### src/monitor_consts.svh
`ifndef MONITOR_CONSTS_SVH
`define MONITOR_CONSTS_SVH

// gate channels and scanned quantities (V, I, T per channel)
`define MON_NUM_CH          10
`define MON_NUM_SRC         30
`define MON_ADC_BITS        12

// ADC clock divide and sample time for fast and slow mode
`define MON_CLKDIV_FAST     0
`define MON_CLKDIV_SLOW     9
`define MON_STIME_FAST      4
`define MON_STIME_SLOW      18

// four-sample average
`define MON_AVG_LOG2        2

// report stream
`define MON_REPORT_CREDITS  4
`define MON_QUEUE_DEPTH     4

`endif
### src/adc_pkg.sv
`default_nettype none

`include "monitor_consts.svh"

package adc_pkg;

  // 0..9 voltage, 10..19 current, 20..29 temperature
  typedef logic [4:0] chan_t;

  typedef logic [`MON_ADC_BITS-1:0] sample_t;

  typedef enum logic [1:0] {
    volt,
    curr,
    temp
  } kind_t;

endpackage

`default_nettype wire

### src/report_pkg.sv
`default_nettype none

package report_pkg;

  typedef struct packed {
    adc_pkg::chan_t   chan;
    adc_pkg::sample_t value;
  } avg_rec_t;

  // sample that crossed the high limit
  typedef struct packed {
    adc_pkg::chan_t   chan;
    adc_pkg::sample_t sample;
  } alarm_rec_t;

  typedef enum logic {
    rep_avg,
    rep_alarm
  } rep_kind_t;

endpackage

`default_nettype wire

### src/analog_monitor_top.sv
`default_nettype none
`timescale 1ns/1ps

`include "monitor_consts.svh"

module analog_monitor_top (
  input  logic                                      sys_clk,
  input  logic                                      rst_n,
  input  logic                                      fast_mode,
  input  logic [`MON_NUM_CH-1:0][`MON_ADC_BITS-1:0] av,
  input  logic [`MON_NUM_CH-1:0][`MON_ADC_BITS-1:0] ac,
  input  logic [`MON_NUM_CH-1:0][`MON_ADC_BITS-1:0] at,
  input  logic [`MON_NUM_SRC-1:0]                   scan_en,
  input  logic [1:0]                                cfg_addr,
  input  adc_pkg::sample_t                          cfg_wdata,
  input  logic                                      cfg_wen,
  output adc_pkg::sample_t                          cfg_rdata,
  input  logic                                      rep_credit,
  output logic                                      rep_valid,
  output report_pkg::rep_kind_t                     rep_kind,
  output adc_pkg::chan_t                            rep_chan,
  output adc_pkg::sample_t                          rep_value
);

  logic                   adc_start;
  adc_pkg::chan_t         adc_chnum;
  logic                   adc_busy;
  logic                   adc_datavalid;
  adc_pkg::sample_t       adc_result;
  logic                   smp_valid;
  adc_pkg::chan_t         smp_chan;
  adc_pkg::sample_t       smp_value;
  logic                   avg_push;
  report_pkg::avg_rec_t   avg_rec;
  logic                   alarm_push;
  report_pkg::alarm_rec_t alarm_rec;
  report_pkg::avg_rec_t   avg_head;
  report_pkg::alarm_rec_t alarm_head;
  logic                   avg_ready;
  logic                   alarm_ready;
  logic                   room_avg;
  logic                   room_alarm;
  logic                   avg_pop;
  logic                   alarm_pop;

  analogue_infrastructure u_ab (
    .sys_clk       (sys_clk),
    .rst_n         (rst_n),
    .fast_mode     (fast_mode),
    .av            (av),
    .ac            (ac),
    .at            (at),
    .adc_start     (adc_start),
    .adc_chnum     (adc_chnum),
    .adc_busy      (adc_busy),
    .adc_datavalid (adc_datavalid),
    .adc_result    (adc_result)
  );

  adc_scan_sequencer u_seq (
    .sys_clk       (sys_clk),
    .rst_n         (rst_n),
    .scan_en       (scan_en),
    .room_avg      (room_avg),
    .room_alarm    (room_alarm),
    .adc_busy      (adc_busy),
    .adc_datavalid (adc_datavalid),
    .adc_result    (adc_result),
    .adc_start     (adc_start),
    .adc_chnum     (adc_chnum),
    .smp_valid     (smp_valid),
    .smp_chan      (smp_chan),
    .smp_value     (smp_value)
  );

  sample_averager u_avg (
    .sys_clk   (sys_clk),
    .rst_n     (rst_n),
    .smp_valid (smp_valid),
    .smp_chan  (smp_chan),
    .smp_value (smp_value),
    .avg_push  (avg_push),
    .avg_rec   (avg_rec)
  );

  limit_checker u_lim (
    .sys_clk    (sys_clk),
    .rst_n      (rst_n),
    .smp_valid  (smp_valid),
    .smp_chan   (smp_chan),
    .smp_value  (smp_value),
    .cfg_addr   (cfg_addr),
    .cfg_wdata  (cfg_wdata),
    .cfg_wen    (cfg_wen),
    .cfg_rdata  (cfg_rdata),
    .alarm_push (alarm_push),
    .alarm_rec  (alarm_rec)
  );

  credit_fifo #(.payload_t(report_pkg::avg_rec_t)) u_avg_q (
    .sys_clk   (sys_clk),
    .rst_n     (rst_n),
    .push      (avg_push),
    .din       (avg_rec),
    .pop       (avg_pop),
    .dout      (avg_head),
    .not_empty (avg_ready),
    .has_room  (room_avg)
  );

  credit_fifo #(.payload_t(report_pkg::alarm_rec_t)) u_alarm_q (
    .sys_clk   (sys_clk),
    .rst_n     (rst_n),
    .push      (alarm_push),
    .din       (alarm_rec),
    .pop       (alarm_pop),
    .dout      (alarm_head),
    .not_empty (alarm_ready),
    .has_room  (room_alarm)
  );

  report_merge u_merge (
    .sys_clk     (sys_clk),
    .rst_n       (rst_n),
    .avg_head    (avg_head),
    .avg_ready   (avg_ready),
    .alarm_head  (alarm_head),
    .alarm_ready (alarm_ready),
    .rep_credit  (rep_credit),
    .avg_pop     (avg_pop),
    .alarm_pop   (alarm_pop),
    .rep_valid   (rep_valid),
    .rep_kind    (rep_kind),
    .rep_chan    (rep_chan),
    .rep_value   (rep_value)
  );

endmodule

`default_nettype wire

### src/report_merge.sv
`default_nettype none
`timescale 1ns/1ps

`include "monitor_consts.svh"

module report_merge (
  input  logic                   sys_clk,
  input  logic                   rst_n,
  input  report_pkg::avg_rec_t   avg_head,
  input  logic                   avg_ready,
  input  report_pkg::alarm_rec_t alarm_head,
  input  logic                   alarm_ready,
  input  logic                   rep_credit,
  output logic                   avg_pop,
  output logic                   alarm_pop,
  output logic                   rep_valid,
  output report_pkg::rep_kind_t  rep_kind,
  output adc_pkg::chan_t         rep_chan,
  output adc_pkg::sample_t       rep_value
);

  localparam int CRED_W = $clog2(`MON_REPORT_CREDITS + 1);

  logic [CRED_W-1:0] credits;
  logic              can_send;
  logic              send;

  assign can_send  = credits != '0;
  // alarms go ahead of averages
  assign alarm_pop = can_send && alarm_ready;
  assign avg_pop   = can_send && avg_ready && !alarm_ready;
  assign send      = alarm_pop || avg_pop;

  always_ff @(posedge sys_clk or negedge rst_n) begin
    if (!rst_n) begin
      credits   <= CRED_W'(`MON_REPORT_CREDITS);
      rep_valid <= 1'b0;
    end else begin
      rep_valid <= send;
      credits   <= credits + CRED_W'(rep_credit) - CRED_W'(send);
    end
  end

  always_ff @(posedge sys_clk) begin
    if (alarm_pop) begin
      rep_kind  <= report_pkg::rep_alarm;
      rep_chan  <= alarm_head.chan;
      rep_value <= alarm_head.sample;
    end else if (avg_pop) begin
      rep_kind  <= report_pkg::rep_avg;
      rep_chan  <= avg_head.chan;
      rep_value <= avg_head.value;
    end
  end

  // a sink returning more than it received
  a_credit_bound: assert property (@(posedge sys_clk) disable iff (!rst_n)
    credits <= CRED_W'(`MON_REPORT_CREDITS));

endmodule

`default_nettype wire

### src/credit_fifo.sv
`default_nettype none
`timescale 1ns/1ps

`include "monitor_consts.svh"

module credit_fifo #(
  parameter type payload_t = logic
) (
  input  logic     sys_clk,
  input  logic     rst_n,
  input  logic     push,
  input  payload_t din,
  input  logic     pop,
  output payload_t dout,
  output logic     not_empty,
  output logic     has_room
);

  localparam int PTR_W = $clog2(`MON_QUEUE_DEPTH);

  payload_t         mem [`MON_QUEUE_DEPTH];
  logic [PTR_W-1:0] wr_ptr;
  logic [PTR_W-1:0] rd_ptr;
  logic [PTR_W:0]   count;

  always_ff @(posedge sys_clk or negedge rst_n) begin
    if (!rst_n) begin
      wr_ptr <= '0;
      rd_ptr <= '0;
      count  <= '0;
    end else begin
      if (push) begin
        wr_ptr <= wr_ptr + 1'b1;
      end
      if (pop) begin
        rd_ptr <= rd_ptr + 1'b1;
      end
      // push and pop together leave the count alone
      if (push && !pop) begin
        count <= count + 1'b1;
      end else if (pop && !push) begin
        count <= count - 1'b1;
      end
    end
  end

  always_ff @(posedge sys_clk) begin
    if (push) begin
      mem[wr_ptr] <= din;
    end
  end

  assign dout      = mem[rd_ptr];
  assign not_empty = count != '0;
  assign has_room  = count != (PTR_W + 1)'(`MON_QUEUE_DEPTH);

  a_no_overflow: assert property (@(posedge sys_clk) disable iff (!rst_n)
    push |-> has_room);

  a_no_underflow: assert property (@(posedge sys_clk) disable iff (!rst_n)
    pop |-> not_empty);

endmodule

`default_nettype wire

### src/limit_checker.sv
`default_nettype none
`timescale 1ns/1ps

`include "monitor_consts.svh"

module limit_checker (
  input  logic                   sys_clk,
  input  logic                   rst_n,
  input  logic                   smp_valid,
  input  adc_pkg::chan_t         smp_chan,
  input  adc_pkg::sample_t       smp_value,
  input  logic [1:0]             cfg_addr,
  input  adc_pkg::sample_t       cfg_wdata,
  input  logic                   cfg_wen,
  output adc_pkg::sample_t       cfg_rdata,
  output logic                   alarm_push,
  output report_pkg::alarm_rec_t alarm_rec
);

  adc_pkg::sample_t [2:0]  limit_q;
  logic [`MON_NUM_SRC-1:0] over_q;
  adc_pkg::kind_t          smp_kind;
  logic                    above;

  function automatic adc_pkg::kind_t kind_of(adc_pkg::chan_t ch);
    if (ch < 5'(`MON_NUM_CH)) begin
      return adc_pkg::volt;
    end else if (ch < 5'(2 * `MON_NUM_CH)) begin
      return adc_pkg::curr;
    end
    return adc_pkg::temp;
  endfunction

  assign smp_kind  = kind_of(smp_chan);
  assign above     = smp_value > limit_q[smp_kind];
  assign cfg_rdata = (cfg_addr == 2'd3) ? '0 : limit_q[cfg_addr];

  always_ff @(posedge sys_clk or negedge rst_n) begin
    if (!rst_n) begin
      limit_q    <= '1;
      over_q     <= '0;
      alarm_push <= 1'b0;
    end else begin
      alarm_push <= 1'b0;
      if (cfg_wen && cfg_addr != 2'd3) begin
        limit_q[cfg_addr] <= cfg_wdata;
      end
      // alarm only on the way into over-limit
      if (smp_valid) begin
        over_q[smp_chan] <= above;
        if (above && !over_q[smp_chan]) begin
          alarm_push <= 1'b1;
        end
      end
    end
  end

  always_ff @(posedge sys_clk) begin
    if (smp_valid && above && !over_q[smp_chan]) begin
      alarm_rec.chan   <= smp_chan;
      alarm_rec.sample <= smp_value;
    end
  end

  a_cfg_addr_valid: assert property (@(posedge sys_clk) disable iff (!rst_n)
    cfg_wen |-> cfg_addr != 2'd3);

endmodule

`default_nettype wire

### src/sample_averager.sv
`default_nettype none
`timescale 1ns/1ps

`include "monitor_consts.svh"

module sample_averager (
  input  logic                 sys_clk,
  input  logic                 rst_n,
  input  logic                 smp_valid,
  input  adc_pkg::chan_t       smp_chan,
  input  adc_pkg::sample_t     smp_value,
  output logic                 avg_push,
  output report_pkg::avg_rec_t avg_rec
);

  logic [`MON_NUM_SRC-1:0][`MON_ADC_BITS+`MON_AVG_LOG2-1:0] sum_q;
  logic [`MON_NUM_SRC-1:0][`MON_AVG_LOG2-1:0]               cnt_q;
  logic [`MON_ADC_BITS+`MON_AVG_LOG2-1:0]                   sum_new;
  logic                                                     last;

  assign sum_new = sum_q[smp_chan] + {{`MON_AVG_LOG2{1'b0}}, smp_value};

  // counter all ones means this is the fourth sample
  assign last = &cnt_q[smp_chan];

  always_ff @(posedge sys_clk or negedge rst_n) begin
    if (!rst_n) begin
      sum_q    <= '0;
      cnt_q    <= '0;
      avg_push <= 1'b0;
    end else begin
      avg_push <= 1'b0;
      if (smp_valid) begin
        if (last) begin
          avg_push        <= 1'b1;
          sum_q[smp_chan] <= '0;
          cnt_q[smp_chan] <= '0;
        end else begin
          sum_q[smp_chan] <= sum_new;
          cnt_q[smp_chan] <= cnt_q[smp_chan] + 1'b1;
        end
      end
    end
  end

  // floor average is the top bits of the sum
  always_ff @(posedge sys_clk) begin
    if (smp_valid && last) begin
      avg_rec.chan  <= smp_chan;
      avg_rec.value <= sum_new[`MON_ADC_BITS+`MON_AVG_LOG2-1:`MON_AVG_LOG2];
    end
  end

endmodule

`default_nettype wire

### src/adc_scan_sequencer.sv
`default_nettype none
`timescale 1ns/1ps

`include "monitor_consts.svh"

module adc_scan_sequencer (
  input  logic                    sys_clk,
  input  logic                    rst_n,
  input  logic [`MON_NUM_SRC-1:0] scan_en,
  input  logic                    room_avg,
  input  logic                    room_alarm,
  input  logic                    adc_busy,
  input  logic                    adc_datavalid,
  input  adc_pkg::sample_t        adc_result,
  output logic                    adc_start,
  output adc_pkg::chan_t          adc_chnum,
  output logic                    smp_valid,
  output adc_pkg::chan_t          smp_chan,
  output adc_pkg::sample_t        smp_value
);

  adc_pkg::chan_t ptr;
  adc_pkg::chan_t next_src;
  logic           next_found;
  logic           in_flight;
  logic           settle;

  // next enabled source after the pointer with wrap-around
  always_comb begin
    int idx;
    next_found = 1'b0;
    next_src   = ptr;
    for (int i = 1; i <= `MON_NUM_SRC; i++) begin
      idx = (int'(ptr) + i) % `MON_NUM_SRC;
      if (!next_found && scan_en[idx]) begin
        next_found = 1'b1;
        next_src   = adc_pkg::chan_t'(idx);
      end
    end
  end

  always_ff @(posedge sys_clk or negedge rst_n) begin
    if (!rst_n) begin
      ptr       <= adc_pkg::chan_t'(`MON_NUM_SRC - 1);
      in_flight <= 1'b0;
      settle    <= 1'b0;
      adc_start <= 1'b0;
    end else begin
      adc_start <= 1'b0;
      if (adc_datavalid) begin
        in_flight <= 1'b0;
        settle    <= 1'b1;
      end else if (settle) begin
        // records of the last sample reach the queue counts
        settle <= 1'b0;
      end else if (!in_flight && !adc_busy && next_found && room_avg && room_alarm) begin
        adc_start <= 1'b1;
        in_flight <= 1'b1;
        ptr       <= next_src;
      end
    end
  end

  // pointer holds the channel in flight
  assign adc_chnum = ptr;
  assign smp_valid = adc_datavalid;
  assign smp_chan  = ptr;
  assign smp_value = adc_result;

  a_smp_in_flight: assert property (@(posedge sys_clk) disable iff (!rst_n)
    smp_valid |-> in_flight);

endmodule

`default_nettype wire

### src/analogue_infrastructure.sv
`default_nettype none
`timescale 1ns/1ps

`include "monitor_consts.svh"

module analogue_infrastructure (
  input  logic                                        sys_clk,
  input  logic                                        rst_n,
  input  logic                                        fast_mode,
  input  logic [`MON_NUM_CH-1:0][`MON_ADC_BITS-1:0]   av,
  input  logic [`MON_NUM_CH-1:0][`MON_ADC_BITS-1:0]   ac,
  input  logic [`MON_NUM_CH-1:0][`MON_ADC_BITS-1:0]   at,
  input  logic                                        adc_start,
  input  adc_pkg::chan_t                              adc_chnum,
  output logic                                        adc_busy,
  output logic                                        adc_datavalid,
  output adc_pkg::sample_t                            adc_result
);

  logic [7:0] adc_clkdivide;
  logic [7:0] adc_sampletime;
  logic [7:0] conv_len;
  logic [7:0] conv_cnt;
  logic [`MON_NUM_SRC-1:0][`MON_ADC_BITS-1:0] src_all;
  adc_pkg::sample_t sample_q;

  assign adc_clkdivide  = fast_mode ? 8'(`MON_CLKDIV_FAST) : 8'(`MON_CLKDIV_SLOW);
  assign adc_sampletime = fast_mode ? 8'(`MON_STIME_FAST) : 8'(`MON_STIME_SLOW);

  // sample phase plus 12 bit decisions at the divided clock
  assign conv_len = adc_sampletime + 8'd12 * (adc_clkdivide + 8'd1);

  // voltages in the low lanes, temperatures on top
  assign src_all = {at, ac, av};

  always_ff @(posedge sys_clk or negedge rst_n) begin
    if (!rst_n) begin
      adc_busy      <= 1'b0;
      adc_datavalid <= 1'b0;
      conv_cnt      <= '0;
    end else begin
      adc_datavalid <= 1'b0;
      if (adc_start && !adc_busy) begin
        adc_busy <= 1'b1;
        conv_cnt <= conv_len - 8'd2;
      end else if (adc_busy) begin
        if (conv_cnt == 8'd0) begin
          adc_busy      <= 1'b0;
          adc_datavalid <= 1'b1;
        end else begin
          conv_cnt <= conv_cnt - 8'd1;
        end
      end
    end
  end

  // track and hold at start, SAR result at the end
  always_ff @(posedge sys_clk) begin
    if (adc_start && !adc_busy) begin
      sample_q <= (adc_chnum < 5'(`MON_NUM_SRC)) ? src_all[adc_chnum] : '0;
    end
    if (adc_busy && conv_cnt == 8'd0) begin
      adc_result <= sample_q;
    end
  end

  a_no_start_busy: assert property (@(posedge sys_clk) disable iff (!rst_n)
    adc_start |-> !adc_busy);

endmodule

`default_nettype wire

### config.mk
export PLATFORM = sky130hd
export DESIGN_NAME = analog_monitor_top
export DESIGN_NICKNAME = d
export VERILOG_FILES = /design/src/adc_pkg.sv /design/src/report_pkg.sv /design/src/analog_monitor_top.sv /design/src/report_merge.sv /design/src/credit_fifo.sv /design/src/limit_checker.sv /design/src/sample_averager.sv /design/src/adc_scan_sequencer.sv /design/src/analogue_infrastructure.sv
export VERILOG_INCLUDE_DIRS = /design/src
export SDC_FILE = /design/constraint.sdc
export NUM_CORES = 2
export LEC_CHECK = 0
export ABC_AREA = 1
export BUFFER_PORTS_ARGS = -buffer_cell sky130_fd_sc_hd__buf_4
export CORE_UTILIZATION = 30
export DETAILED_ROUTE_END_ITERATION = 16
export PLACE_DENSITY_LB_ADDON = 0.3
export SETUP_SLACK_MARGIN = 0.2
export SYNTH_ARGS = -nofsm -noshare
export SYNTH_HDL_FRONTEND = slang
export SYNTH_SLANG_ARGS = --single-unit
### constraint.sdc
create_clock -name sys_clk -period 13.45 [get_ports sys_clk]
set_input_delay 0.6725 -clock sys_clk [delete_from_list [all_inputs] [get_ports sys_clk]]
set_output_delay 0.6725 -clock sys_clk [all_outputs]
set_load 0.02 [all_outputs]
==> metrics.csv <==
stage,metric,value,unit
worst_hold_path,min-delay worst type,in -> async,
sta,"Slew Viols, Final",0,
synthesis,YS warnings,0,
drt,final wirelength,212000,um
critical_path,RR Endpoint,u_seq.adc_chnum[0],
sta,setup ws final,5.32,ns
critical_path,Reg2Reg Depth,43,
synthesis,number of distinct library cells after synthesis,71,
sta,final setup vio count,0,
global_route,initial antenna violation count,5,
sta,minimum clock period,8.13,ns
clock_network,post-CTS sizing,0,
clock_network,hold buffer count at cts,0,
pwr,VDD IR-drop max,0.0000821,V
sta,Final TNS setup,0,ns
drt,mean routed wirelength per cell,22.3,um
global_route,Tot GR Track Use,23.9,%
clock_network,CTS tree,done,
drt,Vias,51863,
synthesis,Post-synth EDFFs,211,
sta,unrepaired setup endpoints after global routing,no,
critical_path,Crit. Startpoint,u_seq.adc_chnum[2],
floorplan,Starting Density,30.2,%
pwr,total power,5.26,mW
drt,TritonRoute pass-1 iters,6,
status,outcome,finished with violations,
global_route,total congestion overflow,0,
synthesis,Yosys reg bits,796,
sta,final hold slack,-0.0181,ns
finish,# nets final,7753,
clock_network,postcts setup bufs,0,
critical_path,critical path's slowest cell,dfstp_4,
pwr,PwrDens,88.9,nW/um^2
clock_network,"Reg clk slew, reported paths",0.07,ns
floorplan,CORE AREA,169000,um^2
critical_path,WP buf/inv,11,
clock_network,total CTS buffers,81,
drt,initial drt markers,5633,
finish,fillers,17865,
critical_path,CP Class,reg -> reg,
clock_network,clk_lat worst skew,0.70,ns
synthesis,sequential-to-total area share from yosys stat,41.2,%
synthesis,Mapped Area,51000,um^2
job,Max-Cap Viols,0,
synthesis,Syn Nets,7523,
synthesis,fraction of registers with async set/reset,73.4,%
critical_path,Critical Path End Type,flip-flop,
placement,DP Worst Slack,5.49,ns
finish,Area Overhead vs Synth,16.0,%
sta,Final Cycle Share,60.5,%
drt,final antenna-violating net count,0,
floorplan,row count,151,
clock_network,CTS max path bufs,3,
sta,worst rel slew slack,12.2,%
floorplan,IO Count,440,
synthesis,Synth area leaders,"dfrtp_1 27%, o21ai_0 13%, edfxtp_1 12%",
critical_path,data required time of the worst path,14.09,ns
synthesis,syn_area_per_cell,7.29,um^2
sta,Final Hold Fails,6,
clock_network,clock root buffer,clkbuf_16,
critical_path,Worst path max stage delay,0.83,ns
placement,I/O Buffers,439,
global_route,number of global-route vias before repair,48429,
synthesis,cell count after synthesis,6999,
sta,Max Clock Freq,123,MHz
synthesis,"area leader, netlist",dfrtp_1,
critical_path,"reg-to-reg slack, setup",5.32,ns
critical_path,startpoint types,flip-flop,
pwr,Lkg Pwr,25.7,nW
critical_path,Critical Path AT,8.77,ns
critical_path,"Largest delay share family, worst path",simple AND/OR/NAND/NOR gates,
sta,Final Skew,0.0344,ns
critical_path,reg-to-reg startpoint,u_seq.adc_chnum[2],
clock_network,clk sink count,796,
synthesis,Main synth FF type,dfrtp_1,
placement,Placer Congestion,0.970,
synthesis,share of the synthesized area in the top cell type,26.6,%
global_route,first-pass GRT wire length,316000,um
finish,most frequent cells in the layout,"1365 x nand2_1, 1300 x o21ai_0, 737 x nor2_1, 718 x inv_1, 542 x dfrtp_1",
critical_path,Worst Path Max Fanout,51,
finish,"most common cell after layout, fill and taps aside",nand2_1,
clock_network,H-tree levels,3,
floorplan,full die area,172000,um^2
placement,hpwl dp,149000,um
status,failing checks,negative hold slack,
floorplan,width of the chip,414,um
sta,worst-margin pin slew,1.30,ns
drt,Residual DRC,0,
global_route,pin count of the biggest net entering global routing,174,
finish,share of cells above drive strength 1,11.8,%
drt,Avg Vias per Cell,5.45,
floorplan,Die Height,414,um
[state kept, by name (all words and copies together) (netlist names), 17 cells and up]
register / count
u_lim.over_q: 30
u_alarm_q.mem: 68
u_lim.alarm_rec: 17
u_avg.avg_rec: 17
u_lim.limit_q: 36
u_avg_q.mem: 68
u_avg.sum_q: 420
u_avg.cnt_q: 60
[layout make-up]
class	count	area, um^2	share of cell area (%)
well taps	2218	2780	4.69
clock inverters	41	532	0.898
multi-input cells	5047	25600	43.3
clock buffers	104	2190	3.71
flip-flops and latches	796	21000	35.5
diodes	2	5.00	0.00846
inverters	763	2880	4.86
repair buffers	540	4120	6.97
[power by group]
| group | switching, mW | internal (mW) |
|---|---|---|
| combinational | 0.218 | 0.155 |
| sequential | 0.0165 | 2.51 |
| clock | 1.04 | 1.33 |
| total | 1.27 | 3.99 |
[metrics by stage]
step                      area (um^2)  hold slack (ns)  cells  util [%]
after global routing            59200           0.0475   9509      35.0
after floorplan                 51000            0.352   6999         -
after CTS                       59200           0.0241   9509      35.0
after detailed placement        56500            0.405   9364      33.4
after global placement          56500            0.404   9364      33.4
final                           59200          -0.0181   9511      35.0
[how the worst max path moves through the flow]
stage                          to  slack, ns  depth (start not counted)
3_5_place_dp   u_seq.adc_chnum[0]       5.49                         44
5_1_grt        u_seq.adc_chnum[0]       4.68                         43
4_1_cts        u_seq.adc_chnum[0]       5.47                         44
2_1_floorplan  u_lim.alarm_rec[0]       5.73                         24
6_report       u_seq.adc_chnum[0]       5.32                         43
3_3_place_gp   u_seq.adc_chnum[0]       5.58                         43
[metal layers]
metal | up-vias | wire [um] | global-route usage, %
met4 | 2 | 6360 | 6.99
met3 | 290 | 15800 | 3.61
met5 | - | 9 | 0
met1 | 25159 | 95400 | 34.2
met2 | 2200 | 94500 | 36.9
li1 | 24212 | - | -
[worst register-to-register path: cells and delay by family (launching register included)]
| family | cells | cell delay [ns] |
|---|---|---|
| xor gates and xnor gates | 1 | 0.68 |
| and+or+nand+nor | 24 | 2.93 |
| adders and majority gates | 2 | 0.43 |
| AOI/OAI and AO/OA | 5 | 1.26 |
| buffers and inverters | 11 | 1.93 |
| DFF | 1 | 0.83 |
[cell families (layout without fill, tap and decap cells)]
group / after synthesis / after routing / synth area share [%]
AOI/OAI and AO/OA: 2257 / 2257 / 24.5
xor gates and xnor gates: 85 / 85 / 1.56
adders and majority gates: 115 / 115 / 2.88
buffers and inverters: 1156 / 1448 / 8.62
DFF: 796 / 796 / 41.2
muxes: 21 / 21 / 0.461
other: 0 / 2 / 0
and+or+nand+nor: 2569 / 2569 / 20.8
[cell usage after synthesis, types with 10 or more instances]
cell type and count:
buf_1 26, o221ai_1 40, dfrtp_1 543, mux2_2 20, edfxtp_1 211, nor3_1 26
nand3_1 300, xor2_1 57, nand2_2 24, nand4_1 31, nand3_2 13, clkbuf_1 346
a22oi_1 10, inv_2 22, clkinv_1 20, nor2_2 11, or2_2 20, nand3b_1 11
o21ai_0 1300, buf_2 13, o22ai_1 353, nor2_1 738, a21oi_1 296, inv_1 721
xnor2_1 21, a31oi_1 25, o31ai_1 27, o211ai_1 83, dfstp_2 41, nand2_1 1365
o21ai_1 40, ha_1 111, o311ai_0 11
(Power assumes the default switching activity.)
